## src/rtl/dsp_pkg.sv

```systemverilog
`default_nettype none

package dsp_pkg;

    // Datapath widths
    localparam int A_W          = 30;
    localparam int B_W          = 18;
    localparam int MULT_A_W     = 27;
    localparam int C_W          = 48;
    localparam int PROD_W       = 45;
    localparam int OPMODE_W     = 9;
    localparam int ALUMODE_W    = 2;
    localparam int CARRYINSEL_W = 3;

    // W operand select, OPMODE[8:7]
    localparam logic [1:0] W_ZERO = 2'b00;
    localparam logic [1:0] W_P    = 2'b01;
    localparam logic [1:0] W_RND  = 2'b10;
    localparam logic [1:0] W_C    = 2'b11;

    // X operand select, OPMODE[1:0]
    localparam logic [1:0] X_ZERO = 2'b00;
    localparam logic [1:0] X_M    = 2'b01;
    localparam logic [1:0] X_P    = 2'b10;
    localparam logic [1:0] X_AB   = 2'b11;

    // Y operand select, OPMODE[3:2]
    localparam logic [1:0] Y_ZERO = 2'b00;
    localparam logic [1:0] Y_M    = 2'b01;
    localparam logic [1:0] Y_ONES = 2'b10;
    localparam logic [1:0] Y_C    = 2'b11;

    // Z operand select, OPMODE[6:4]
    localparam logic [2:0] Z_ZERO    = 3'b000;
    localparam logic [2:0] Z_P       = 3'b010;
    localparam logic [2:0] Z_C       = 3'b011;
    localparam logic [2:0] Z_P_SHIFT = 3'b110;

    // Carry-in sources
    localparam logic [2:0] CIN_PIN     = 3'b000;
    localparam logic [2:0] CIN_NOT_P47 = 3'b101;
    localparam logic [2:0] CIN_MULT    = 3'b110;
    localparam logic [2:0] CIN_P47     = 3'b111;

    // Arithmetic forms of the adder
    localparam logic [1:0] ALU_Z_PLUS    = 2'b00;
    localparam logic [1:0] ALU_NOTZ_PLUS = 2'b01;
    localparam logic [1:0] ALU_NOT_SUM   = 2'b10;
    localparam logic [1:0] ALU_Z_MINUS   = 2'b11;

    // Fixed shift, rounding and detector constants
    localparam int               SHIFT_W       = 17;
    localparam logic [C_W-1:0]   RND_VALUE     = 48'h0000_0001_0000;
    localparam logic [C_W-1:0]   PATTERN_VALUE = 48'h0000_0000_0000;
    // Only P[47:46] take part in the compare
    localparam logic [C_W-1:0]   MASK_VALUE    = 48'h3FFF_FFFF_FFFF;

    // Registered A:B word, seen as multiplier operands or as one X operand
    typedef union packed {
        struct packed {
            logic [A_W-1:0] a;
            logic [B_W-1:0] b;
        } ops;
        logic [A_W+B_W-1:0] word;
    } ab_word_u;

endpackage

`default_nettype wire
```

## src/rtl/dsp_ctrl_regs.sv

```systemverilog
`timescale 1ns/1ps
`default_nettype none

module dsp_ctrl_regs (
    input  logic                             w_CLK,
    input  logic                             RSTALLCARRYIN,
    input  logic [dsp_pkg::C_W-1:0]          c,
    input  logic [dsp_pkg::OPMODE_W-1:0]     opmode,
    input  logic [dsp_pkg::ALUMODE_W-1:0]    alumode,
    input  logic [dsp_pkg::CARRYINSEL_W-1:0] carryinsel,
    input  logic                             carryin,
    output logic [dsp_pkg::C_W-1:0]          c_q,
    output logic [dsp_pkg::OPMODE_W-1:0]     opmode_q,
    output logic [dsp_pkg::ALUMODE_W-1:0]    alumode_q,
    output logic [dsp_pkg::CARRYINSEL_W-1:0] carryinsel_q,
    output logic                             carryin_q
);

    // C operand, one register deep
    always_ff @(posedge w_CLK) begin
        if (RSTALLCARRYIN) begin
            c_q <= '0;
        end else begin
            c_q <= c;
        end
    end

    // Control words share the same stage
    always_ff @(posedge w_CLK) begin
        if (RSTALLCARRYIN) begin
            opmode_q     <= '0;
            alumode_q    <= '0;
            carryinsel_q <= '0;
        end else begin
            opmode_q     <= opmode;
            alumode_q    <= alumode;
            carryinsel_q <= carryinsel;
        end
    end

    // Carry pin lines up with the controls
    always_ff @(posedge w_CLK) begin
        if (RSTALLCARRYIN) begin
            carryin_q <= 1'b0;
        end else begin
            carryin_q <= carryin;
        end
    end

endmodule

`default_nettype wire

```

## config.mk

```make
export PLATFORM = sky130hd
export DESIGN_NAME = dsp_ctrl_regs
export DESIGN_NICKNAME = d
export VERILOG_FILES = /design/src/rtl/dsp_pkg.sv /design/src/rtl/dsp_ctrl_regs.sv
export SDC_FILE = /design/constraint.sdc
export NUM_CORES = 1
export LEC_CHECK = 0
export BUFFER_PORTS_ARGS = -buffer_cell sky130_fd_sc_hd__buf_4
export CAP_MARGIN = 20
export CORE_MARGIN = 3
export CORE_UTILIZATION = 38
export CTS_CLUSTER_DIAMETER = 30
export CTS_CLUSTER_SIZE = 24
export DETAILED_ROUTE_END_ITERATION = 7
export GPL_TIMING_DRIVEN = 1
export PLACE_DENSITY = 0.81
export SYNTH_ARGS = -nofsm -noshare
export SYNTH_HDL_FRONTEND = slang
export SYNTH_SLANG_ARGS = --single-unit
export TNS_END_PERCENT = 5
```

## constraint.sdc

```tcl
create_clock -name w_CLK -period 0.8 [get_ports w_CLK]
set_input_delay 0.08 -clock w_CLK [delete_from_list [all_inputs] [get_ports w_CLK]]
set_output_delay 0.08 -clock w_CLK [all_outputs]
set_load 0.05 [all_outputs]
```

==> results of run 1 <==
==> metrics by stage <==
step | cell area (um2) | utilization [%] | hold WS [ps]
floorplan | 1690 | - | 152
global placement | 2720 | 65.6 | 289
detailed placement | 2720 | 65.6 | 294
==> cells in the mapped netlist (all sizes together) <==
master / number
buf: 6
dfxtp: 63
nor2b: 63
==> cells by family after synthesis <==
family	Yosys count	synth area share [%]
DFF	63	74.8
and+or+nand+nor	63	23.4
buffers and inverters	6	1.78
==> results.cfg, run 1 <==
[cts]
clock_path_buffers = 2
clockRootBuffer = clkbuf_8
cts_max_level = 3
cts.repair.resized = 170
clkSinkCount = 63
cts_hold_buf = 62
cts-buffers-inserted = 9
post_cts_buffers = 0

[run_status]
status = aborted with a tool error
outcome.stop_stage = clock tree synthesis (4_1_cts)
firstError = [ERROR DPL-0033] detailed placement checks failed during check placement.

[floorplanning]
die_w_um = 72.6
floorplan.initialDensity_pct = 40.7
die_h_um = 72.6
rows = 23
ios = 128

[logic_synthesis]
avgSynthCellArea_um2 = 12.8
synth_fp_nets = 197
netlist_area_um2 = 1690
yosysSeqAreaShare_pct = 74.8
synth_top_cell_by_area = dfxtp_1
post_synth_num_cell_types = 3
synth_warnings = 0
netlist_instances = 132
yosys.area.top_type_share_pct = 74.8
synth.area.top_cells = dfxtp_1, nor2b_1, buf_2
ys_ff_latch = 63

[placed_design]
place_congestion = 0.717
place_ws_ps = 139
place_inst = 306
portBuffers = 127
hpwl_mm = 3.31
==> inputs of run 2 (changes only) <==
--- a/config.mk
+++ b/config.mk
@@ -8,12 +8,10 @@
 export BUFFER_PORTS_ARGS = -buffer_cell sky130_fd_sc_hd__buf_4
 export CAP_MARGIN = 20
 export CORE_MARGIN = 3
-export CORE_UTILIZATION = 38
-export CTS_CLUSTER_DIAMETER = 30
-export CTS_CLUSTER_SIZE = 24
+export CORE_UTILIZATION = 30
 export DETAILED_ROUTE_END_ITERATION = 7
 export GPL_TIMING_DRIVEN = 1
-export PLACE_DENSITY = 0.81
+export PLACE_DENSITY_LB_ADDON = 0.15
 export SYNTH_ARGS = -nofsm -noshare
 export SYNTH_HDL_FRONTEND = slang
 export SYNTH_SLANG_ARGS = --single-unit
==> results.cfg, run 2 <==
[floorplanning]
ios = 128
rows = 26
die_w_um = 81.0
die_h_um = 81.0
design.core.area_um2 = 5270
dieArea_um2 = 6550
floorplan.initialDensity_pct = 32.0

[logic_synthesis]
netlist_area_um2 = 1690
ys_ff_latch = 63
synth_edf_count = 0
async_flop_share_pct = 0
yosysSeqAreaShare_pct = 74.8
synth_top_cell_by_area = dfxtp_1
netlist_instances = 132
yosys.area.top_type_share_pct = 74.8
synth_ff_type = dfxtp_1
synth_warnings = 0
synth_commonest_cells = dfxtp_1, nor2b_1, buf_2
synth_fp_nets = 197
synth.area.top_cells = dfxtp_1, nor2b_1, buf_2
avgSynthCellArea_um2 = 12.8
post_synth_num_cell_types = 3

[placed_design]
place_ws_ps = 154
hpwl_mm = 3.02
place_congestion = 0.766
portBuffers = 127
place_inst = 326

[final_layout]
area_growth_pct = 145
antenna_cells = 0
fin_cells = 405
top_regs = c_q x48, opmode_q x9, carryinsel_q x3
regMostFlops = c_q
layout_commonest_cell = buf_4
finalNetCount = 395
largest_register_ffs = 48
drive_gt1_share_pct = 62.1
final_cell_mix = buf_4, nor2b_1, dfxtp_2, dlygate4sd3_1, buf_8

[grt]
grt_pass1_vias = 1731
grt_max_degree = 30
grt-ovfl-total = 0
grt_usage_pct = 17.5
antenna_found_initial = 0
grt_pass1_wl_mm = 8.25

[setup_path]
cp_slowest_stage_delay_ps = 350
crit_path_max_fanout = 1
cp_top_family = flip-flops
setup.worst_path.end = c_q[17]
path_cells = buf_8
worstSetupPathType = reg -> out
arrival_ps = 830
startpoint_type = flip-flop
end_kind = primary output
crit_cells = 1
crit_start = c_q[17]$_SDFF_PP0_
cp_slowest_cell = dfxtp_2
cp_num_buf_inv = 1
cp_data_required_time_ps = 720

[sta]
drv_slew = 0
holdWs_ps = 34.3
max-slew-margin-rel_pct = 88.8
final.setup.tns_ps = -5310
fin_crit_ps = 907
fin_crit_sh_pct = 113
fin_ws_ps = -107
clock.fmax_ghz = 1.10
grt_setup_unrepaired = yes
setup_violations = 63
worst_pin_slew_ps = 167
hold_viol_final = 0

[cts]
cts_tree = yes
clockRootBuffer = clkbuf_8
clock_path_buffers = 2
clkSinkCount = 63
path_clk_slew_ps = 70
cts-buffers-inserted = 9
cts_max_level = 3

[detailed_routing]
wire_per_inst_um = 14.3
drtIter0Drc = 12
final_antenna_net_count = 0
wl_mm = 5.81
post-route-drc-count = 0
dr.pass1.iters = 4
num_vias = 1615
vias_per_cell = 3.99

[run_status]
violations = negative setup slack
status = finished, violations left

[power_and_ir_drop]
power_density_nw_per_um2 = 1960
p_leak_nw = 1.84
worst_ir_drop_vdd_mv = 1.06

[flow_run]
cap_violations = 0

[worst_hold_path]
hp-class = in -> reg
run 2: final cells by class:
cell class	count	area, um2
Clock inverter	3	40.0
Multi-Input combinational cell	63	394
Fill cell	318	1150
Clock buffer	13	169
Timing Repair Buffer	193	2090
Sequential cell	63	1340
Tap cell	70	87.6
run 2: what timing repair did:
action	4_1_cts	5_1_grt
buffers inserted	0	0
hold endpoints to repair	63	0
endpoints found under the setup margin	63	63
gates resized for setup	165	21
hold buffers	63	0
run 2: how the worst min path moves through the flow:
stage             startpoint                      to  slack, ps  cells after the start
2_1_floorplan  RSTALLCARRYIN      c_q[45]$_SDFF_PP0_        150                      1
3_3_place_gp           c[39]      c_q[39]$_SDFF_PP0_        290                      2
3_5_place_dp           c[10]      c_q[10]$_SDFF_PP0_        290                      2
4_1_cts        RSTALLCARRYIN       c_q[0]$_SDFF_PP0_         10                      2
5_1_grt        RSTALLCARRYIN       c_q[0]$_SDFF_PP0_         30                      2
6_report       RSTALLCARRYIN  opmode_q[4]$_SDFF_PP0_         30                      2
run 2: power breakdown:
| part | internal, mW | switching [mW] | leakage, nW |
|---|---|---|---|
| clock | 1.69 | 1.16 | 0.109 |
| sequential | 3.34 | 0.112 | 0.542 |
| combinational | 0.930 | 0.853 | 1.19 |
| total | 5.96 | 2.13 | 1.84 |
run 2: per-layer routing:
layer	up-vias	track usage (%)	part of all wire [%]
li1	792	-	-
met1	739	14.8	31
met2	72	34.7	59
met3	12	5.99	7.4
met4	0	9.80	2.5
met5	-	0	0
run 2: stage by stage:
step	instance area, um2	power (mW)	utilization, %
after CTS	4050	8.08	76.8
final	4120	8.09	78.3
after global placement	2740	4.70	52.1
after detailed placement	2740	4.71	52.1
after global routing	4120	8.39	78.3
after floorplan	1690	4.16	-
run 2: cell families after synthesis:
family                 synth area share, %
buffers and inverters                 1.78
flip-flops                            74.8
AND/OR/NAND/NOR                       23.4
Power figures use the tool's default switching activity.
