`config.mk`:
```
export PLATFORM = sky130hd
export DESIGN_NAME = dsp_pattern_detect
export DESIGN_NICKNAME = d
export VERILOG_FILES = /design/src/rtl/dsp_pkg.sv /design/src/rtl/dsp_pattern_detect.sv
export SDC_FILE = /design/constraint.sdc
export NUM_CORES = 1
export LEC_CHECK = 0
export ABC_AREA = 1
export ABC_CLOCK_PERIOD_IN_PS = 1300
export BUFFER_PORTS_ARGS = -buffer_cell sky130_fd_sc_hd__buf_2
export CAP_MARGIN = 20
export CORE_AREA = 2 2 39 41
export DETAILED_ROUTE_END_ITERATION = 10
export DIE_AREA = 0 0 41 43
export MAX_ROUTING_LAYER = met4
export SYNTH_ARGS = -nofsm -noshare
export SYNTH_HDL_FRONTEND = slang
export SYNTH_SLANG_ARGS = --single-unit
```
`constraint.sdc`:
```
create_clock -name w_CLK -period 1.3 [get_ports w_CLK]
set_clock_uncertainty 0.15 [all_clocks]
set_input_delay 0.13 -clock w_CLK [delete_from_list [all_inputs] [get_ports w_CLK]]
set_output_delay 0.13 -clock w_CLK [all_outputs]
set_load 0.005 [all_outputs]
```
`src/rtl/dsp_pkg.sv`:
```
`default_nettype none

package dsp_pkg;

    // Datapath widths
    localparam int A_W          = 30;
    localparam int B_W          = 18;
    localparam int MULT_A_W     = 27;
    localparam int C_W          = 48;
    localparam int PROD_W       = 45;
    localparam int OPMODE_W     = 9;
    localparam int ALUMODE_W    = 2;
    localparam int CARRYINSEL_W = 3;

    // W operand select, OPMODE[8:7]
    localparam logic [1:0] W_ZERO = 2'b00;
    localparam logic [1:0] W_P    = 2'b01;
    localparam logic [1:0] W_RND  = 2'b10;
    localparam logic [1:0] W_C    = 2'b11;

    // X operand select, OPMODE[1:0]
    localparam logic [1:0] X_ZERO = 2'b00;
    localparam logic [1:0] X_M    = 2'b01;
    localparam logic [1:0] X_P    = 2'b10;
    localparam logic [1:0] X_AB   = 2'b11;

    // Y operand select, OPMODE[3:2]
    localparam logic [1:0] Y_ZERO = 2'b00;
    localparam logic [1:0] Y_M    = 2'b01;
    localparam logic [1:0] Y_ONES = 2'b10;
    localparam logic [1:0] Y_C    = 2'b11;

    // Z operand select, OPMODE[6:4]
    localparam logic [2:0] Z_ZERO    = 3'b000;
    localparam logic [2:0] Z_P       = 3'b010;
    localparam logic [2:0] Z_C       = 3'b011;
    localparam logic [2:0] Z_P_SHIFT = 3'b110;

    // Carry-in sources
    localparam logic [2:0] CIN_PIN     = 3'b000;
    localparam logic [2:0] CIN_NOT_P47 = 3'b101;
    localparam logic [2:0] CIN_MULT    = 3'b110;
    localparam logic [2:0] CIN_P47     = 3'b111;

    // Arithmetic forms of the adder
    localparam logic [1:0] ALU_Z_PLUS    = 2'b00;
    localparam logic [1:0] ALU_NOTZ_PLUS = 2'b01;
    localparam logic [1:0] ALU_NOT_SUM   = 2'b10;
    localparam logic [1:0] ALU_Z_MINUS   = 2'b11;

    // Fixed shift, rounding and detector constants
    localparam int               SHIFT_W       = 17;
    localparam logic [C_W-1:0]   RND_VALUE     = 48'h0000_0001_0000;
    localparam logic [C_W-1:0]   PATTERN_VALUE = 48'h0000_0000_0000;
    // Only P[47:46] take part in the compare
    localparam logic [C_W-1:0]   MASK_VALUE    = 48'h3FFF_FFFF_FFFF;

    // Registered A:B word, seen as multiplier operands or as one X operand
    typedef union packed {
        struct packed {
            logic [A_W-1:0] a;
            logic [B_W-1:0] b;
        } ops;
        logic [A_W+B_W-1:0] word;
    } ab_word_u;

endpackage

`default_nettype wire
```
`src/rtl/dsp_pattern_detect.sv`:
```
`timescale 1ns/1ps
`default_nettype none

module dsp_pattern_detect (
    input  logic                    w_CLK,
    input  logic                    RSTALLCARRYIN,
    input  logic [dsp_pkg::C_W-1:0] alu_result,
    output logic                    pattern_detect,
    output logic                    patternb_detect,
    output logic                    overflow,
    output logic                    underflow
);
    import dsp_pkg::*;

    logic pdet_d;
    logic pdetb_d;
    logic pdet_prev;
    logic pdetb_prev;

    // Masked bits always count as a match
    assign pdet_d  = &(~(alu_result ^ PATTERN_VALUE) | MASK_VALUE);
    assign pdetb_d = &((alu_result ^ PATTERN_VALUE) | MASK_VALUE);

    // Flags load with P, and keep one older copy
    always_ff @(posedge w_CLK) begin
        if (RSTALLCARRYIN) begin
            // Cleared P matches the zero pattern
            pattern_detect  <= 1'b1;
            patternb_detect <= 1'b0;
            pdet_prev       <= 1'b1;
            pdetb_prev      <= 1'b0;
        end else begin
            pattern_detect  <= pdet_d;
            patternb_detect <= pdetb_d;
            pdet_prev       <= pattern_detect;
            pdetb_prev      <= patternb_detect;
        end
    end

    // Leaving the pattern upward or downward
    assign overflow  = ~pattern_detect & ~patternb_detect & pdet_prev;
    assign underflow = ~pattern_detect & ~patternb_detect & pdetb_prev;

endmodule

`default_nettype wire

```
# ---- Word-level counts from Yosys, hierarchy flattened
# Cells that the tools add are included.
dict set report totals {
  reg_bits 4
}
dict set report classes {
  bitwise 6
  reduce_logical 2
}
# cell count
set op_table {}
lappend op_table {{inverter 48 bit} 1}
lappend op_table {{AND reduction 2 bit} 2}
lappend op_table {{bitwise AND 1 bit} 3}
lappend op_table {{inverter 1 bit} 2}

# ---- Logic depth before layout (Yosys ltp)
dict set report depth {
  ltp_word 3
  depth_mapped 3
}

# ---- Worst setup path before layout
# OpenSTA, ideal clock, no wires.
dict set report synth_timing {
  path_type {register -> output}
  start {register pattern_detect}
  end {output overflow}
  arrival_ns 0.510
  slack_ns 0.510
  path_stages_with_launch 4
  n_path_buf 0
  cell_sequence {dfxtp_1 inv_2 nand2_2 nor2_1}
}
dict set report synth_between {
  elab_chain_len 3
}
# item line
set synth_lines {}
lappend synth_lines {{start: declaration} dsp_pattern_detect.sv:8} ;# output logic pattern_detect,
lappend synth_lines {{start signal: assignment} dsp_pattern_detect.sv:33} ;# pattern_detect <= pdet_d;
lappend synth_lines {{inverter 1 bit} dsp_pattern_detect.sv:41} ;# assign overflow = ~pattern_detect & ~patternb_detect & pdet_prev;
lappend synth_lines {{bitwise AND 1 bit (2 in a row)} dsp_pattern_detect.sv:41}
lappend synth_lines {{end: declaration} dsp_pattern_detect.sv:10} ;# output logic overflow,
# Every way passes these cells.

# ---- Worst setup path after layout
dict set report layout_timing {
  start {register pattern_detect}
  end {output underflow}
}
dict set report layout_between {
  elab_chain_len 3
}
# item line
set layout_lines {}
lappend layout_lines {{inverter 1 bit} dsp_pattern_detect.sv:42} ;# assign underflow = ~pattern_detect & ~patternb_detect & pdetb_prev;
lappend layout_lines {{bitwise AND 1 bit (2 in a row)} dsp_pattern_detect.sv:42}
lappend layout_lines {{end: declaration} dsp_pattern_detect.sv:11} ;# output logic underflow
# Every way passes these cells.

==> flow_summary.json <==
{
  "dp.cells": 40,
  "syn_area_sq_um": 132.6,
  "irDropWorstVdd_mv": 0.1880,
  "slew_headroom_pct": 92.29,
  "cts-htree-levels": 1,
  "syn_inst": 17,
  "hold_viol": 0,
  "viasPerCell": 2.891,
  "clk_pin_slew_ns": 0.04,
  "switchingPower_uw": 59.23,
  "cp-start-kind": "flip-flop",
  "avgSynthCellArea_sq_um": 7.802,
  "p_comb_share_pct": 9.4,
  "syn_nets": 67,
  "min_period_ns": 1.105,
  "gp_congestion": 0.5621,
  "fin_area_sq_um": 240.2,
  "grt_pass1_wl_microns": 351,
  "period_share_pct": 85.03,
  "layout.nets": 82,
  "vias": 133,
  "drv_slew": 0,
  "hpwlAfterDp_microns": 195.9,
  "p_per_area_nw_per_um2": 1284,
  "drc_errors": 0,
  "total_power_uw": 308.4,
  "num_antenna_cells": 0,
  "die_h_microns": 43,
  "setup_viol": 0,
  "post_cts_resized": 0,
  "clock_power_share_pct": 47.8,
  "final_antenna_net_count": 0,
  "power.internal_uw": 249.1,
  "ys_ff_latch": 4,
  "grt_remaining_overflow": 0,
  "status": "finished, final reports clean",
  "grt_max_degree": 4,
  "critPathCaptureType": "primary output",
  "insertion_delay_ns": 0.23,
  "hold_class": "reg -> reg",
  "p_leak_uw": 0.0001274,
  "rsz0062_at_grt": "no",
  "core-area_sq_um": 1384,
  "ys_seq_area_share_pct": 60.38,
  "root_buffer": "clkbuf_4",
  "dieArea_sq_um": 1763,
  "die_w_microns": 41,
  "final_common_cell": "buf_2",
  "dp_slack_ns": 0.4292,
  "io_buffers": 7,
  "track_usage_pct": 3.905,
  "first_global_vias": 124,
  "ys_types": 7,
  "dpl-instance-area_sq_um": 187.7,
  "setup_tns_ns": 0,
  "seqPwrFrac_pct": 42.8,
  "fmax_mhz": 904.6,
  "clock_path_buffers": 2,
  "io_pins": 54,
  "cpMaxStageDelayCell": "dfxtp_1",
  "arrival_ns": 0.83,
  "clock-sinks": 4,
  "wl_per_cell_microns": 5.391,
  "nFillCells": 164,
  "firstDrtPassIters": 2,
  "crit_chain": "inv_2 > nand2_2 > nor2_1 > buf_2",
  "area_delta_synth_final_pct": 81.13,
  "yosysWarnings": 0,
  "cts_tree": "yes",
  "drv_cap": 0,
  "antenna_found_initial": 0,
  "worst_slew_pin_slew_ns": 0.1145,
  "yosys.area.top_type": "dfxtp_1",
  "crit_type": "reg -> out",
  "synth_area_leaders": "dfxtp_1, nor2_1, inv_1, inv_2, nand2_1",
  "routed_wl_microns": 248,
  "cp_data_required_time_ns": 1.02,
  "critPathMaxStageDelay_ns": 0.31,
  "mostFrequentLayoutCells": "buf_2, nor2_1, dfxtp_1",
  "worstPathMaxFanout": 2,
  "start_util_pct": 9.584,
  "drive_gt1_share_pct": 43.33,
  "p_sw_share_pct": 19.21,
  "setup_ws_ns": 0.1946,
  "cts_setup_buffers": 0,
  "drt-initial-drc-count": 1,
  "rows": 14,
  "fin_cells": 46,
  "synth_top_area_share_pct": 60.38,
  "cts_made_buffers": 3
}
## power groups by stage
| stage | Combinational [uW] | Clock [uW] | Sequential, uW |
|---|---|---|---|
| after floorplan | 9.94 | 0 | 134 |
| after global placement | 22.5 | 0 | 134 |
| after detailed placement | 23.0 | 0 | 134 |
| after CTS | 29.7 | 162 | 132 |
| after global routing | 32.6 | 164 | 132 |
| final | 29.1 | 147 | 132 |
## cell families (layout without fill, tap and decap cells)
kind of cell | count (synthesis) | in the layout | synth area share, %
flops | 4 | 4 | 60.38
buf+inv | 5 | 18 | 14.15
compound gates | 1 | 1 | 3.770
simple gates | 7 | 7 | 21.70
## stage by stage
stage	util, %	hold WS (ns)
2_1_floorplan	-	0.05151
3_3_place_gp	13.56	0.1748
3_5_place_dp	13.56	0.1798
4_1_cts	17.36	0.2945
5_1_grt	17.36	0.3077
6_report	17.36	0.2899
## Yosys cell counts (all sizes together)
cell / instances
o21ai: 1
inv: 5
nor2: 4
nand2: 3
dfxtp: 4
## repair_timing
item / in CTS / in global routing
hold buffers: 3 / 0
endpoints found under the hold margin: 4 / 0
setup endpoints to repair: 0 / 0
## registers in the layout, indices dropped and copies added (netlist names)
name / cells
pattern_detect: 1
patternb_detect: 1
pdet_prev: 1
pdetb_prev: 1
## worst max-delay path: cells and delay by family (launching register included)
kind          cells  cell delay (ns)
buf+inv           2             0.17
flops             1             0.31
simple gates      2             0.12
## worst paths after layout
kind	startpoint	depth (start not counted)	to	slack [ns]
worst max-delay path	pattern_detect$_SDFF_PP1_	4	underflow	0.19
worst min-delay path	patternb_detect$_SDFF_PP0_	2	pdetb_prev$_SDFF_PP0_	0.29
worst max register to register	pattern_detect$_SDFF_PP1_	2	pdet_prev$_SDFF_PP1_	0.64
worst min register to register	patternb_detect$_SDFF_PP0_	2	pdetb_prev$_SDFF_PP0_	0.29
## final cells by class
type / count / area [sq um] / share of cell area [%]
Clock buffer: 3 / 22.52 / 9.375
Inverter: 5 / 18.77 / 7.813
Sequential cell: 4 / 80.08 / 33.33
Timing Repair Buffer: 10 / 65.06 / 27.08
Tap cell: 16 / 20.02 / 8.333
Multi-Input combinational cell: 8 / 33.78 / 14.06
## per-layer routing
metal / GRT usage (%) / wire length (microns) / vias up
li1: - / - / 73
met3: 0 / 25 / 2
met4: 10.00 / 12 / 0
met1: 2.885 / 108 / 51
met5: - / 0 / -
met2: 4.375 / 101 / 7
Power figures use the tool's default switching activity.
